==> src/include/decode_defines.svh <==
`ifndef DECODE_DEFINES_SVH
`define DECODE_DEFINES_SVH

`define INST_W          32          // instruction word

`define OPCODE_LSB      0
`define OPCODE_W        7
`define FUNCT3_LSB      12
`define FUNCT3_W        3
`define FUNCT7_LSB      25
`define FUNCT7_W        7
`define FUNCT12_LSB     20          // system insts only
`define FUNCT12_W       12

`define MASK_W          8           // store byte enables

`define OPC_LUI         7'b0110111
`define OPC_AUIPC       7'b0010111
`define OPC_JAL         7'b1101111
`define OPC_JALR        7'b1100111
`define OPC_BRANCH      7'b1100011
`define OPC_LOAD        7'b0000011
`define OPC_STORE       7'b0100011
`define OPC_OPIMM       7'b0010011
`define OPC_OP          7'b0110011
`define OPC_SYSTEM      7'b1110011

`define F12_ECALL       12'h000
`define F12_EBREAK      12'h001
`define F12_MRET        12'h302

`define F7_BASE         7'b0000000
`define F7_ALT          7'b0100000  // sub and sra

`define DECODE_CREDITS  2           // slots granted by consumer
`define CREDIT_W        2

`endif

==> src/hw/decodePkg.sv <==
package decodePkg;

    // one class per opcode group, system split by funct3/funct12
    typedef enum logic [3:0] {
        CLS_LUI,
        CLS_AUIPC,
        CLS_JAL,
        CLS_JALR,
        CLS_BRANCH,
        CLS_LOAD,
        CLS_STORE,
        CLS_OPIMM,
        CLS_OP,
        CLS_CSRACC,             // csrrw/csrrs/...
        CLS_ECALL,
        CLS_EBREAK,
        CLS_MRET,
        CLS_ILLEGAL             // anything unrecognized
    } instClassE;

    typedef enum logic [2:0] {
        FMT_I = 3'd0,
        FMT_S = 3'd1,
        FMT_R = 3'd2,
        FMT_U = 3'd3,
        FMT_J = 3'd4,
        FMT_B = 3'd5,
        FMT_N = 3'd6            // no operand format
    } instFmtE;

    typedef enum logic [2:0] {
        MEM_BYTE  = 3'd0,
        MEM_HALF  = 3'd1,
        MEM_WORD  = 3'd2,
        MEM_BYTEU = 3'd3,
        MEM_HALFU = 3'd4
    } memTypeE;

    typedef enum logic [2:0] {
        CMP_EQ  = 3'd0,
        CMP_NE  = 3'd1,
        CMP_LT  = 3'd2,
        CMP_GE  = 3'd3,
        CMP_LTU = 3'd4,
        CMP_GEU = 3'd5
    } cmpTypeE;

    typedef enum logic [2:0] {
        ALU_ADD = 3'b000,
        ALU_SUB = 3'b001,
        ALU_SRA = 3'b010,
        ALU_AND = 3'b011,
        ALU_OR  = 3'b100,
        ALU_XOR = 3'b101,
        ALU_SLL = 3'b110,
        ALU_SRL = 3'b111
    } aluOpE;

    typedef enum logic [2:0] {
        RD_ALU  = 3'd0,
        RD_MEM  = 3'd1,
        RD_SNPC = 3'd2,         // pc + 4 for links
        RD_CMP  = 3'd3,
        RD_CSR  = 3'd4,
        RD_NONE = 3'd5          // no writeback
    } rdSrcE;

    typedef enum logic {
        SRC1_REG,
        SRC1_PC
    } aluSrc1E;

    typedef enum logic [1:0] {
        SRC2_REG,
        SRC2_IMM,
        SRC2_CSR
    } aluSrc2E;

endpackage

==> src/hw/opcodeClassifier.sv <==
`timescale 1ns/1ps
`include "decode_defines.svh"

module opcodeClassifier (
    input  logic [`OPCODE_W-1:0]  opcode,
    input  logic [`FUNCT3_W-1:0]  funct3,
    input  logic [`FUNCT12_W-1:0] funct12,
    output decodePkg::instClassE  instClass,
    output decodePkg::instFmtE    instFmt,
    output logic                  isBranch,
    output logic                  isJump,
    output logic                  isEcall,
    output logic                  isMret,
    output logic                  writeCsr,
    output logic                  stopSim
);
    import decodePkg::*;

    always_comb begin
        case (opcode)
            `OPC_LUI:    instClass = CLS_LUI;
            `OPC_AUIPC:  instClass = CLS_AUIPC;
            `OPC_JAL:    instClass = CLS_JAL;
            `OPC_JALR:   instClass = (funct3 == '0) ? CLS_JALR : CLS_ILLEGAL; // funct3 must be 0
            `OPC_BRANCH: instClass = CLS_BRANCH;
            `OPC_LOAD:   instClass = CLS_LOAD;
            `OPC_STORE:  instClass = CLS_STORE;
            `OPC_OPIMM:  instClass = CLS_OPIMM;
            `OPC_OP:     instClass = CLS_OP;
            `OPC_SYSTEM: begin
                if (funct3 != '0) begin
                    instClass = CLS_CSRACC;             // any csr access
                end else begin
                    case (funct12)                      // privileged ops
                        `F12_ECALL:  instClass = CLS_ECALL;
                        `F12_EBREAK: instClass = CLS_EBREAK;
                        `F12_MRET:   instClass = CLS_MRET;
                        default:     instClass = CLS_ILLEGAL; // unknown funct12
                    endcase
                end
            end
            default:     instClass = CLS_ILLEGAL;
        endcase
    end

    always_comb begin
        case (instClass)
            CLS_LUI, CLS_AUIPC:            instFmt = FMT_U;
            CLS_JAL:                       instFmt = FMT_J;
            CLS_JALR, CLS_LOAD, CLS_OPIMM: instFmt = FMT_I;
            CLS_BRANCH:                    instFmt = FMT_B;
            CLS_STORE:                     instFmt = FMT_S;
            CLS_OP:                        instFmt = FMT_R;
            default:                       instFmt = FMT_N; // system and illegal
        endcase
    end

    assign isBranch = instClass == CLS_BRANCH;
    assign isJump   = (instClass == CLS_JAL) || (instClass == CLS_JALR);
    assign isEcall  = instClass == CLS_ECALL;
    assign isMret   = instClass == CLS_MRET;
    assign writeCsr = (instClass == CLS_CSRACC) || (instClass == CLS_ECALL); // ecall saves epc
    assign stopSim  = (instClass == CLS_EBREAK) || (instClass == CLS_ILLEGAL);

endmodule

==> src/hw/memAccessDecoder.sv <==
`timescale 1ns/1ps
`include "decode_defines.svh"

module memAccessDecoder (
    input  decodePkg::instClassE instClass,
    input  logic [`FUNCT3_W-1:0] funct3,
    output logic                 memValid,
    output logic                 memWrite,
    output logic [`MASK_W-1:0]   memMask,
    output decodePkg::memTypeE   memType
);
    import decodePkg::*;

    assign memValid = (instClass == CLS_LOAD) || (instClass == CLS_STORE);
    assign memWrite = instClass == CLS_STORE;

    always_comb begin
        case (funct3)                                   // width from funct3 only
            3'b000:  memMask = `MASK_W'h01;             // byte
            3'b001:  memMask = `MASK_W'h03;             // half
            3'b010:  memMask = `MASK_W'h0f;             // word
            default: memMask = '0;
        endcase
    end

    always_comb begin
        case (funct3)
            3'b000:  memType = MEM_BYTE;
            3'b001:  memType = MEM_HALF;
            3'b010:  memType = MEM_WORD;
            3'b100:  memType = MEM_BYTEU;               // lbu
            3'b101:  memType = MEM_HALFU;               // lhu
            default: memType = MEM_BYTE;
        endcase
    end

endmodule

==> src/hw/execControlDecoder.sv <==
`timescale 1ns/1ps
`include "decode_defines.svh"

module execControlDecoder (
    input  decodePkg::instClassE instClass,
    input  logic [`FUNCT3_W-1:0] funct3,
    input  logic [`FUNCT7_W-1:0] funct7,
    output decodePkg::aluOpE     aluOp,
    output decodePkg::cmpTypeE   cmpType,
    output decodePkg::aluSrc1E   aluSrc1,
    output decodePkg::aluSrc2E   aluSrc2,
    output decodePkg::rdSrcE     rdSrc
);
    import decodePkg::*;

    logic isArith;                                      // op or op-imm
    logic setCmp;                                       // slt family

    assign isArith = (instClass == CLS_OP) || (instClass == CLS_OPIMM);

    always_comb begin
        cmpType = CMP_EQ;
        setCmp  = 1'b0;
        if (instClass == CLS_BRANCH) begin
            case (funct3)
                3'b000:  cmpType = CMP_EQ;
                3'b001:  cmpType = CMP_NE;
                3'b100:  cmpType = CMP_LT;
                3'b101:  cmpType = CMP_GE;
                3'b110:  cmpType = CMP_LTU;
                3'b111:  cmpType = CMP_GEU;
                default: cmpType = CMP_EQ;              // reserved encodings
            endcase
        end else if (isArith) begin
            case (funct3)
                3'b010: begin                           // slt/slti
                    cmpType = CMP_LT;
                    setCmp  = 1'b1;
                end
                3'b011: begin                           // sltu/sltiu
                    cmpType = CMP_LTU;
                    setCmp  = 1'b1;
                end
                default: cmpType = CMP_EQ;
            endcase
        end
    end

    always_comb begin
        aluOp = ALU_ADD;                                // addr calc and add
        if ((instClass == CLS_BRANCH) || setCmp) begin
            aluOp = ALU_SUB;                            // compare via subtract
        end else if (isArith) begin
            case (funct3)
                3'b000: begin
                    if ((instClass == CLS_OP) && (funct7 == `F7_ALT)) begin
                        aluOp = ALU_SUB;                // sub, addi never subtracts
                    end
                end
                3'b001: begin
                    if (funct7 == `F7_BASE) begin
                        aluOp = ALU_SLL;
                    end
                end
                3'b101: begin
                    if (funct7 == `F7_BASE) begin
                        aluOp = ALU_SRL;
                    end else if (funct7 == `F7_ALT) begin
                        aluOp = ALU_SRA;
                    end
                end
                3'b100:  aluOp = ALU_XOR;
                3'b110:  aluOp = ALU_OR;
                3'b111:  aluOp = ALU_AND;
                default: aluOp = ALU_ADD;
            endcase
        end
    end

    assign aluSrc1 = (instClass == CLS_AUIPC) ? SRC1_PC : SRC1_REG;

    always_comb begin
        if ((instClass == CLS_OP) || (instClass == CLS_BRANCH)) begin
            aluSrc2 = SRC2_REG;
        end else if (instClass == CLS_CSRACC) begin
            aluSrc2 = SRC2_CSR;
        end else begin
            aluSrc2 = SRC2_IMM;                         // lui gets imm too
        end
    end

    always_comb begin
        if (instClass == CLS_LOAD) begin
            rdSrc = RD_MEM;
        end else if ((instClass == CLS_JAL) || (instClass == CLS_JALR)) begin
            rdSrc = RD_SNPC;                            // link address
        end else if (setCmp) begin
            rdSrc = RD_CMP;
        end else if ((instClass == CLS_CSRACC) || (instClass == CLS_ECALL)) begin
            rdSrc = RD_CSR;
        end else if ((instClass == CLS_BRANCH) || (instClass == CLS_STORE) ||
                     (instClass == CLS_MRET) || (instClass == CLS_EBREAK) ||
                     (instClass == CLS_ILLEGAL)) begin
            rdSrc = RD_NONE;                            // no rd write
        end else begin
            rdSrc = RD_ALU;
        end
    end

endmodule

==> src/hw/creditCounter.sv <==
`timescale 1ns/1ps
`include "decode_defines.svh"

module creditCounter (
    input  logic clk,
    input  logic rstN,
    input  logic send,                                  // one bundle issued
    input  logic creditReturn,                          // one slot freed downstream
    output logic hasCredit
);

    localparam logic [`CREDIT_W-1:0] creditsFull = `DECODE_CREDITS;

    logic [`CREDIT_W-1:0] creditCnt;

    always_ff @(posedge clk) begin
        if (!rstN) begin
            creditCnt <= creditsFull;                   // consumer starts empty
        end else if (send && !creditReturn) begin
            creditCnt <= creditCnt - 1'b1;
        end else if (creditReturn && !send) begin
            creditCnt <= creditCnt + 1'b1;
        end
    end

    assign hasCredit = creditCnt != '0;

    // issuing with no credit would overrun the consumer
    noSendAtZero: assert property (@(posedge clk) disable iff (!rstN)
        send |-> (creditCnt != '0))
        else $error("send with zero credits");

    // consumer returned more than it was given
    noReturnAtFull: assert property (@(posedge clk) disable iff (!rstN)
        creditReturn |-> (creditCnt != creditsFull))
        else $error("credit return at full count");

endmodule

==> src/hw/rv32Decode.sv <==
`timescale 1ns/1ps
`include "decode_defines.svh"

module rv32Decode (
    input  logic                 clk,
    input  logic                 rstN,
    input  logic                 inValid,
    input  logic [`INST_W-1:0]   inst,
    output logic                 inReady,
    input  logic                 creditReturn,
    output logic                 decValid,
    output decodePkg::instFmtE   instFmt,
    output logic                 memValid,
    output logic                 memWrite,
    output logic [`MASK_W-1:0]   memMask,
    output decodePkg::memTypeE   memType,
    output decodePkg::cmpTypeE   cmpType,
    output logic                 isBranch,
    output logic                 isJump,
    output decodePkg::aluOpE     aluOp,
    output decodePkg::aluSrc1E   aluSrc1,
    output decodePkg::aluSrc2E   aluSrc2,
    output decodePkg::rdSrcE     rdSrc,
    output logic                 isEcall,
    output logic                 isMret,
    output logic                 writeCsr,
    output logic                 stopSim
);
    import decodePkg::*;

    logic [`OPCODE_W-1:0]  opcode;
    logic [`FUNCT3_W-1:0]  funct3;
    logic [`FUNCT7_W-1:0]  funct7;
    logic [`FUNCT12_W-1:0] funct12;
    logic                  accept;                      // upstream handshake
    instClassE             instClass;

    instFmtE               instFmtNxt;                  // comb bundle before the register
    logic                  memValidNxt, memWriteNxt;
    logic [`MASK_W-1:0]    memMaskNxt;
    memTypeE               memTypeNxt;
    cmpTypeE               cmpTypeNxt;
    logic                  isBranchNxt, isJumpNxt;
    aluOpE                 aluOpNxt;
    aluSrc1E               aluSrc1Nxt;
    aluSrc2E               aluSrc2Nxt;
    rdSrcE                 rdSrcNxt;
    logic                  isEcallNxt, isMretNxt, writeCsrNxt, stopSimNxt;

    assign opcode  = inst[`OPCODE_LSB  +: `OPCODE_W];
    assign funct3  = inst[`FUNCT3_LSB  +: `FUNCT3_W];
    assign funct7  = inst[`FUNCT7_LSB  +: `FUNCT7_W];
    assign funct12 = inst[`FUNCT12_LSB +: `FUNCT12_W];
    assign accept  = inValid && inReady;

    opcodeClassifier opcodeClassifier_i (
        .opcode(opcode), .funct3(funct3), .funct12(funct12),
        .instClass(instClass), .instFmt(instFmtNxt),
        .isBranch(isBranchNxt), .isJump(isJumpNxt), .isEcall(isEcallNxt),
        .isMret(isMretNxt), .writeCsr(writeCsrNxt), .stopSim(stopSimNxt)
    );

    memAccessDecoder memAccessDecoder_i (
        .instClass(instClass), .funct3(funct3),
        .memValid(memValidNxt), .memWrite(memWriteNxt),
        .memMask(memMaskNxt), .memType(memTypeNxt)
    );

    execControlDecoder execControlDecoder_i (
        .instClass(instClass), .funct3(funct3), .funct7(funct7),
        .aluOp(aluOpNxt), .cmpType(cmpTypeNxt), .aluSrc1(aluSrc1Nxt),
        .aluSrc2(aluSrc2Nxt), .rdSrc(rdSrcNxt)
    );

    creditCounter creditCounter_i (
        .clk(clk), .rstN(rstN), .send(accept),      // credit taken at acceptance
        .creditReturn(creditReturn), .hasCredit(inReady)
    );

    always_ff @(posedge clk) begin
        if (!rstN) begin
            decValid <= 1'b0;
        end else begin
            decValid <= accept;                         // one-cycle pulse per inst
        end
    end

    always_ff @(posedge clk) begin
        if (accept) begin                               // payload only, held otherwise
            instFmt  <= instFmtNxt;
            memValid <= memValidNxt;
            memWrite <= memWriteNxt;
            memMask  <= memMaskNxt;
            memType  <= memTypeNxt;
            cmpType  <= cmpTypeNxt;
            isBranch <= isBranchNxt;
            isJump   <= isJumpNxt;
            aluOp    <= aluOpNxt;
            aluSrc1  <= aluSrc1Nxt;
            aluSrc2  <= aluSrc2Nxt;
            rdSrc    <= rdSrcNxt;
            isEcall  <= isEcallNxt;
            isMret   <= isMretNxt;
            writeCsr <= writeCsrNxt;
            stopSim  <= stopSimNxt;
        end
    end

endmodule

==> config.mk <==
export PLATFORM = sky130hd
export DESIGN_NAME = rv32Decode
export DESIGN_NICKNAME = d
export VERILOG_FILES = /design/src/hw/decodePkg.sv /design/src/hw/opcodeClassifier.sv /design/src/hw/memAccessDecoder.sv /design/src/hw/execControlDecoder.sv /design/src/hw/creditCounter.sv /design/src/hw/rv32Decode.sv
export VERILOG_INCLUDE_DIRS = /design/src /design/src/include
export SDC_FILE = /design/constraint.sdc
export NUM_CORES = 1
export LEC_CHECK = 0
export BUFFER_PORTS_ARGS = -buffer_cell sky130_fd_sc_hd__buf_2
export CORE_MARGIN = 2
export CORE_UTILIZATION = 48
export CTS_CLUSTER_DIAMETER = 80
export CTS_CLUSTER_SIZE = 12
export DETAILED_ROUTE_END_ITERATION = 6
export GPL_ROUTABILITY_DRIVEN = 1
export PLACE_DENSITY = 0.79
export SETUP_SLACK_MARGIN = 0.4
export SYNTH_ARGS = -nofsm -noshare
export SYNTH_HDL_FRONTEND = slang
export SYNTH_SLANG_ARGS = --single-unit
==> constraint.sdc <==
create_clock -name clk -period 2.7 [get_ports clk]
set_input_delay 0.54 -clock clk [delete_from_list [all_inputs] [get_ports clk]]
set_output_delay 0.54 -clock clk [all_outputs]
set_load 0.03 [all_outputs]
# After elaboration in Yosys (flattened, before gate mapping)
# Memories as Yosys holds them, arrays and structs flattened. A register that Yosys moved wholly into a read port is not among the register bits.
# Index checks and enable logic that the tools add are counted.
[op_classes]
muxes = 27
multipliers = 0
bitwise = 1
magnitude_cmp = 0
addsub = 2
n_eq_ne = 33
reduce_logical = 26
div = 0
shift = 0
[op_table]
columns = ["op", "count"]
rows = [
  ["one-hot mux 4 bit (10 select lines)", 1],
  ["== test 7 x 6 -> 1 bit, second input constant", 4],
  ["== test 7 bit, second input constant", 4],
  ["== test 4 bit, second input constant", 6],
  ["2-to-1 mux 3 bit", 6],
  ["one-hot mux 3 bit (6 select lines)", 1],
  ["== test 4 x 3 -> 1 bit, second input constant", 4],
  ["one-hot mux 3 bit (5 select lines)", 1],
  ["== test 7 x 5 -> 1 bit, second input constant", 2],
  ["== test 12 x 1 -> 1 bit, second input constant", 1],
  ["== test 12 x 10 -> 1 bit, second input constant", 1],
  ["== test 3 bit, second input constant", 4],
  ["logical NOT 12 bit", 1],
  ["2-to-1 mux 2 bit", 6],
  ["one-hot mux 3 bit (4 select lines)", 1],
  ["one-hot mux 4 bit (3 select lines)", 1],
  ["logical OR 1 bit", 11],
  ["one-hot mux 3 bit (3 select lines)", 1],
  ["== test 4 x 2 -> 1 bit, second input constant", 2],
  ["2-to-1 mux 4 bit", 2],
  ["== test 7 x 2 -> 1 bit, second input constant", 1],
  ["logical NOT 7 bit", 1],
  ["== test 3 x 2 -> 1 bit, second input constant", 2],
  ["2-to-1 mux 1 bit", 6],
  ["13 further kinds", 19],
]
[word_totals]
ram_bits = 0
romBits = 48
inputBits = 36
latchBits = 0
out_inout_bits = 36
n_memories = 1
regBits = 34
[memory_table]
columns = ["memory", "words", "width", "read_ports", "rd_clocked_by_memory_dff", "write_ports", "line_no", "rtl"]
rows = [
  ["(name not given)", 16, 3, 1, 1, 0, "opcodeClassifier.sv:47", "case (instClass)"],
]

# Longest topological paths before layout
[logic_depth]
ltp_word = 13
ltp_mapped = 6
mapped_depth_nobuf = 6

# By module
# Synthesis repeated with hierarchy kept, for this count alone.
[hier_totals]
cells_unflattened = 198
area_unflattened_um2 = 2113.3
[by_module_without_submodules]
columns = ["mod", "seq_area_each_um2", "cells_each", "n_inst", "area_per_inst_um2"]
rows = [
  ["rv32Decode", 1041.0, 37, 1, 1053.5],
  ["opcodeClassifier", 0.0, 71, 1, 457.9],
  ["execControlDecoder", 0.0, 61, 1, 371.6],
  ["memAccessDecoder", 0.0, 18, 1, 127.6],
  ["creditCounter", 40.0, 11, 1, 102.6],
]

# Worst setup path after synthesis
# Ideal clock, no wire load.
[synth_path]
path_kind = "flip-flop to flip-flop"
start = "register creditCounter_i.creditCnt[0]"
end = "register creditCounter_i.creditCnt[1]"
slack_ns = 0.426
t_required_ns = 2.638
path_stages_with_launch = 6
setup_ns = 0.062
t_arrival_ns = 2.213
path_cell_list = "dfxtp_1 > or2_2 > and2_1 > ha_1 > or3_1 > nand3_1"
[synth_between]
elab_chain_len = 5
word_cells_on_any_way = 10
[synth_lines]
columns = ["item", "line_no", "rtl"]
rows = [
  ["from (decl)", "creditCounter.sv:14", "logic [`CREDIT_W-1:0] creditCnt;"],
  ["from (signal assigned)", "creditCounter.sv:18", "creditCnt <= creditsFull;"],
  ["from (signal assigned)", "creditCounter.sv:20", "creditCnt <= creditCnt - 1'b1;"],
  ["from (signal assigned)", "creditCounter.sv:22", "creditCnt <= creditCnt + 1'b1;"],
  ["nonzero test 2 bit *", "creditCounter.sv:26", "assign hasCredit = creditCnt != '0;"],
  ["via inReady", "rv32Decode.sv:9", "output logic inReady,"],
  ["logical AND 1 bit *", "rv32Decode.sv:54", "assign accept = inValid && inReady;"],
  ["via accept", "rv32Decode.sv:35", "logic accept;"],
  ["logical NOT 1 bit", "creditCounter.sv:21", "end else if (creditReturn && !send) begin"],
  ["logical AND 1 bit", "creditCounter.sv:21", ""],
  ["nonzero test 2 bit (no line)", "n/a", ""],
]
# Mark *: on every way through the listed nets, which the timed path passes. The rest lies on a longest branch. The select of a mux whose other input is x is not followed.
# A chain may end at the register's enable or synchronous reset.

# Worst setup path after layout
[layout_path]
start = "input port inst[12]"
end = "register rdSrc[0] (data pin)"
[layout_between]
elab_chain_len = 12
word_cells_on_any_way = 34
[layout_lines]
columns = ["item", "line_no", "rtl"]
rows = [
  ["from (decl)", "rv32Decode.sv:8", "input logic [`INST_W-1:0] inst,"],
  ["nonzero test 3 bit or logical NOT 3 bit (tied branches)", "opcodeClassifier.sv:31, opcodeClassifier.sv:24", ""],
  ["2-to-1 mux 4 bit, on equally long branches", "opcodeClassifier.sv:31, opcodeClassifier.sv:24", ""],
  ["one-hot mux 4 bit (10 select lines)", "opcodeClassifier.sv:20", "case (opcode)"],
  ["== test 4 x 3 -> 1 bit, on equally long branches", "execControlDecoder.sv:24, execControlDecoder.sv:101", ""],
  ["logical OR 1 bit (2 in a row)", "execControlDecoder.sv:101", "end else if ((instClass == CLS_BRANCH) || (instClass == CLS_STORE) ||"],
  ["logical OR 1 bit (2 in a row)", "execControlDecoder.sv:102", "(instClass == CLS_MRET) || (instClass == CLS_EBREAK) ||"],
  ["2-to-1 mux 3 bit", "execControlDecoder.sv:101", ""],
  ["2-to-1 mux 3 bit", "execControlDecoder.sv:99", "end else if ((instClass == CLS_CSRACC) || (instClass == CLS_ECALL)) begin"],
  ["2-to-1 mux 2 bit", "execControlDecoder.sv:97", "end else if (setCmp) begin"],
  ["2-to-1 mux 2 bit", "execControlDecoder.sv:95", "end else if ((instClass == CLS_JAL) || (instClass == CLS_JALR)) begin"],
  ["to (signal assigned)", "rv32Decode.sv:101", "rdSrc <= rdSrcNxt;"],
  ["to (decl)", "rv32Decode.sv:23", "output decodePkg::rdSrcE rdSrc,"],
]
# Parallel ways exist; a longest one is shown, timed or not.

==> impl_metrics.tcl <==
set metrics [dict create \
    outcome "finished, final reports clean" \
    rsz0062_at_grt "no" \
    area.growth.synth_to_final_pct 18.4 \
    fin_tns_setup_ns 0 \
    r2r-end "creditCounter_i.creditCnt[1]" \
    globalRouteOverflowTotal 0 \
    path_class "in -> reg" \
    r2r_slack_ns 1.04 \
    dp_slack_ns 0.407 \
    drcViolationCount 0 \
    grt_pass1_wl_mm 5.20 \
    place.gp.congestion 0.814 \
    grt_pass1_vias 1183 \
    synthArstFlopShare_pct 0 \
    row_count 21 \
    cp_max_fo 13 \
    wirelength_mm 3.15 \
    hold_violations 0 \
    grt_util_all_layers_pct 16.4 \
    fin_area_mm2 0.00208 \
    htreeDepth 2 \
    post-route-util_pct 61.0 \
    vias 1336 \
    dp_hpwl_mm 2.36 \
    synth.largest_area_cell "edfxtp_1" \
    worstPathArrival_ns 2.05 \
    slowest_stage "or4_4" \
    synth_edf_count 29 \
    crit_start "inst[12]" \
    yosysMostFrequentCell "edfxtp_1" \
    cp-end-kind "flop" \
    synthTopCellsByCount "edfxtp_1, nor2_1, a21oi_1" \
    max-slew-margin-rel_pct 64.4 \
    die_h_um 64.5 \
    wire_per_inst_um 12.2 \
    setup_viol_count_final 0 \
    clock_skew_ns 0.00439 \
    vias_per_cell 5.20 \
    max_freq_ghz 0.506 \
    critical_path.cell_chain "buf_2 -> nor3_4 -> nand4b_1 -> and3_4 -> or4_4 -> a21bo_1" \
    cp.required_ns 2.78 \
    ys_ff_latch 32 \
    slew_violations 0 \
    p_int_uw 784 \
    post_cts_buffers 0 \
    grt_antenna_before_repair 0 \
    synth_ff_type "edfxtp_1" \
    ir_drop_uv 216 \
    initial_utilization_pct 51.5 \
    clkPwrFrac_pct 21.1 \
    cts-root-buf "clkbuf_4" \
    die_area_mm2 0.00417 \
    power_frac_seq_pct 54.2 \
    cap_violations 0 \
    path_clk_slew_ns 0.08 \
    yosysTopAreaCellShare_pct 49.5 \
    die_w_um 64.5 \
    clock-sinks 32 \
    fin_nets 247 \
    netlist_top_cells_area "edfxtp_1, dfxtp_1, nand2b_1" \
    syn_area_mm2 0.00176 \
    cpPeakStageDelay_ns 0.42 \
    cp-start-kind "input port" \
    power.switching_uw 341 \
    cts.repair.resized 0 \
    p_per_area_mw_per_mm2 540 \
    core_mm2 0.00342 \
    worst_slack_ns 0.722 \
    critPathCapture "rdSrc[0]" \
    avgSynthCellArea_um2 11.4 \
    clk_latency_ns 0.32 \
    power.share.switching_pct 30.3 \
    io_buffers 57 \
    drtPass1Iterations 5 \
    final_layout_size_suffix_gt1_share_pct 37.4 \
    cts_buffers 5 \
    grt_max_degree 30 \
    netlist_instances 154 \
    r2r-start "creditCounter_i.creditCnt[0]" \
    ys.warnings.count 0 \
    yosysSeqAreaShare_pct 52.9 \
    combinationalPowerShare_pct 24.7 \
    cts_tree "done" \
    ioPinCount 72 \
    worst_pin_slew_ns 0.530 \
    cts_hold_buf 0 \
    rr_worst_depth 5 \
    first_iter_violations 35 \
    p_leak_nw 0.837 \
    place_area_mm2 0.00203 \
    ant_nets 0 \
    period_needed_ns 1.98 \
    min_period_over_period_pct 73.2 \
    n_antenna_cell 0 \
    hold_class "in -> reg" \
    clock_path_buffers 2 \
    synthDistinctLibCells 50 \
]
-- power by group through the flow --
stage | Clock [mW] | Sequential, mW | Combinational (mW)
2_1_floorplan | 0 | 0.705 | 0.123
3_3_place_gp | 0 | 0.620 | 0.275
3_5_place_dp | 0 | 0.622 | 0.279
4_1_cts | 0.246 | 0.610 | 0.279
5_1_grt | 0.266 | 0.614 | 0.301
6_report | 0.237 | 0.609 | 0.278
-- worst max-delay path, delay by kind of cell --
kind | cells | cell delay, ns
AND/OR/NAND/NOR | 4 | 1.13
AO/OA/AOI/OAI | 1 | 0.20
buffers and inverters | 1 | 0.19
-- area by class of cell --
cell class                 count  area (um^2)
fill                         294         1330
sequential                    32          931
multi-input combinational    108          733
timing repair buffer          58          293
tap                           46         57.6
clock buffer                   8         48.8
inverter                       5         18.8
-- layer usage --
metal	up-vias	GRT usage (%)	share of wire, %
met5	-	0	0
met4	0	10.4	1.0
met3	2	2.60	8.6
met2	67	26.2	45
met1	589	20.8	45
li1	678	-	-
-- sequential cells by signal (all words and copies together) (netlist names), 2 cells and up --
register	flops
aluOp	3
aluSrc2	2
cmpType	3
creditCounter_i.creditCnt	2
instFmt	3
memMask	3
memType	3
rdSrc	3
-- cell families (layout without fill, tap and decap cells) --
group | Yosys count | after routing | synth area share [%]
AND/OR/NAND/NOR | 68 | 68 | 25.3
flip-flops | 32 | 32 | 52.9
AO/OA/AOI/OAI | 30 | 30 | 12.2
buffers and inverters | 17 | 71 | 6.05
XOR/XNOR | 4 | 4 | 1.99
adder cells (fa/ha/maj) | 1 | 1 | 0.711
other | 1 | 4 | 0.213
multiplexers | 1 | 1 | 0.569
-- cell usage in the layout, fill, tap and decap left out, drive strengths merged, types with 5 or more instances in the layout --
cell type | synthesis | layout
nand2 | 6 | 6
inv | 5 | 5
nor2 | 13 | 13
edfxtp | 29 | 29
and3 | 6 | 6
a21oi | 12 | 12
and2 | 5 | 5
nand2b | 8 | 8
clkbuf | 3 | 8
nand3 | 7 | 7
buf | 9 | 58
nor3 | 6 | 6
-- stage by stage --
step	hold slack, ns	std cells	power (mW)
2_1_floorplan	0.470	157	0.828
3_3_place_gp	0.490	249	0.895
3_5_place_dp	0.501	249	0.901
4_1_cts	0.404	257	1.14
5_1_grt	0.400	257	1.18
6_report	0.420	257	1.12
-- how the worst min path moves through the flow --
stage / startpoint / to / slack, ns / depth (start not counted)
final: rstN / creditCounter_i.creditCnt[1] / 0.42 / 2
after global routing: rstN / creditCounter_i.creditCnt[1] / 0.40 / 2
after CTS: rstN / creditCounter_i.creditCnt[1] / 0.40 / 2
after detailed placement: creditCounter_i.creditCnt[1] / creditCounter_i.creditCnt[1] / 0.50 / 2
after global placement: creditCounter_i.creditCnt[1] / creditCounter_i.creditCnt[1] / 0.49 / 2
after floorplan: creditCounter_i.creditCnt[1] / creditCounter_i.creditCnt[1] / 0.47 / 2
(Power assumes the default switching activity.)
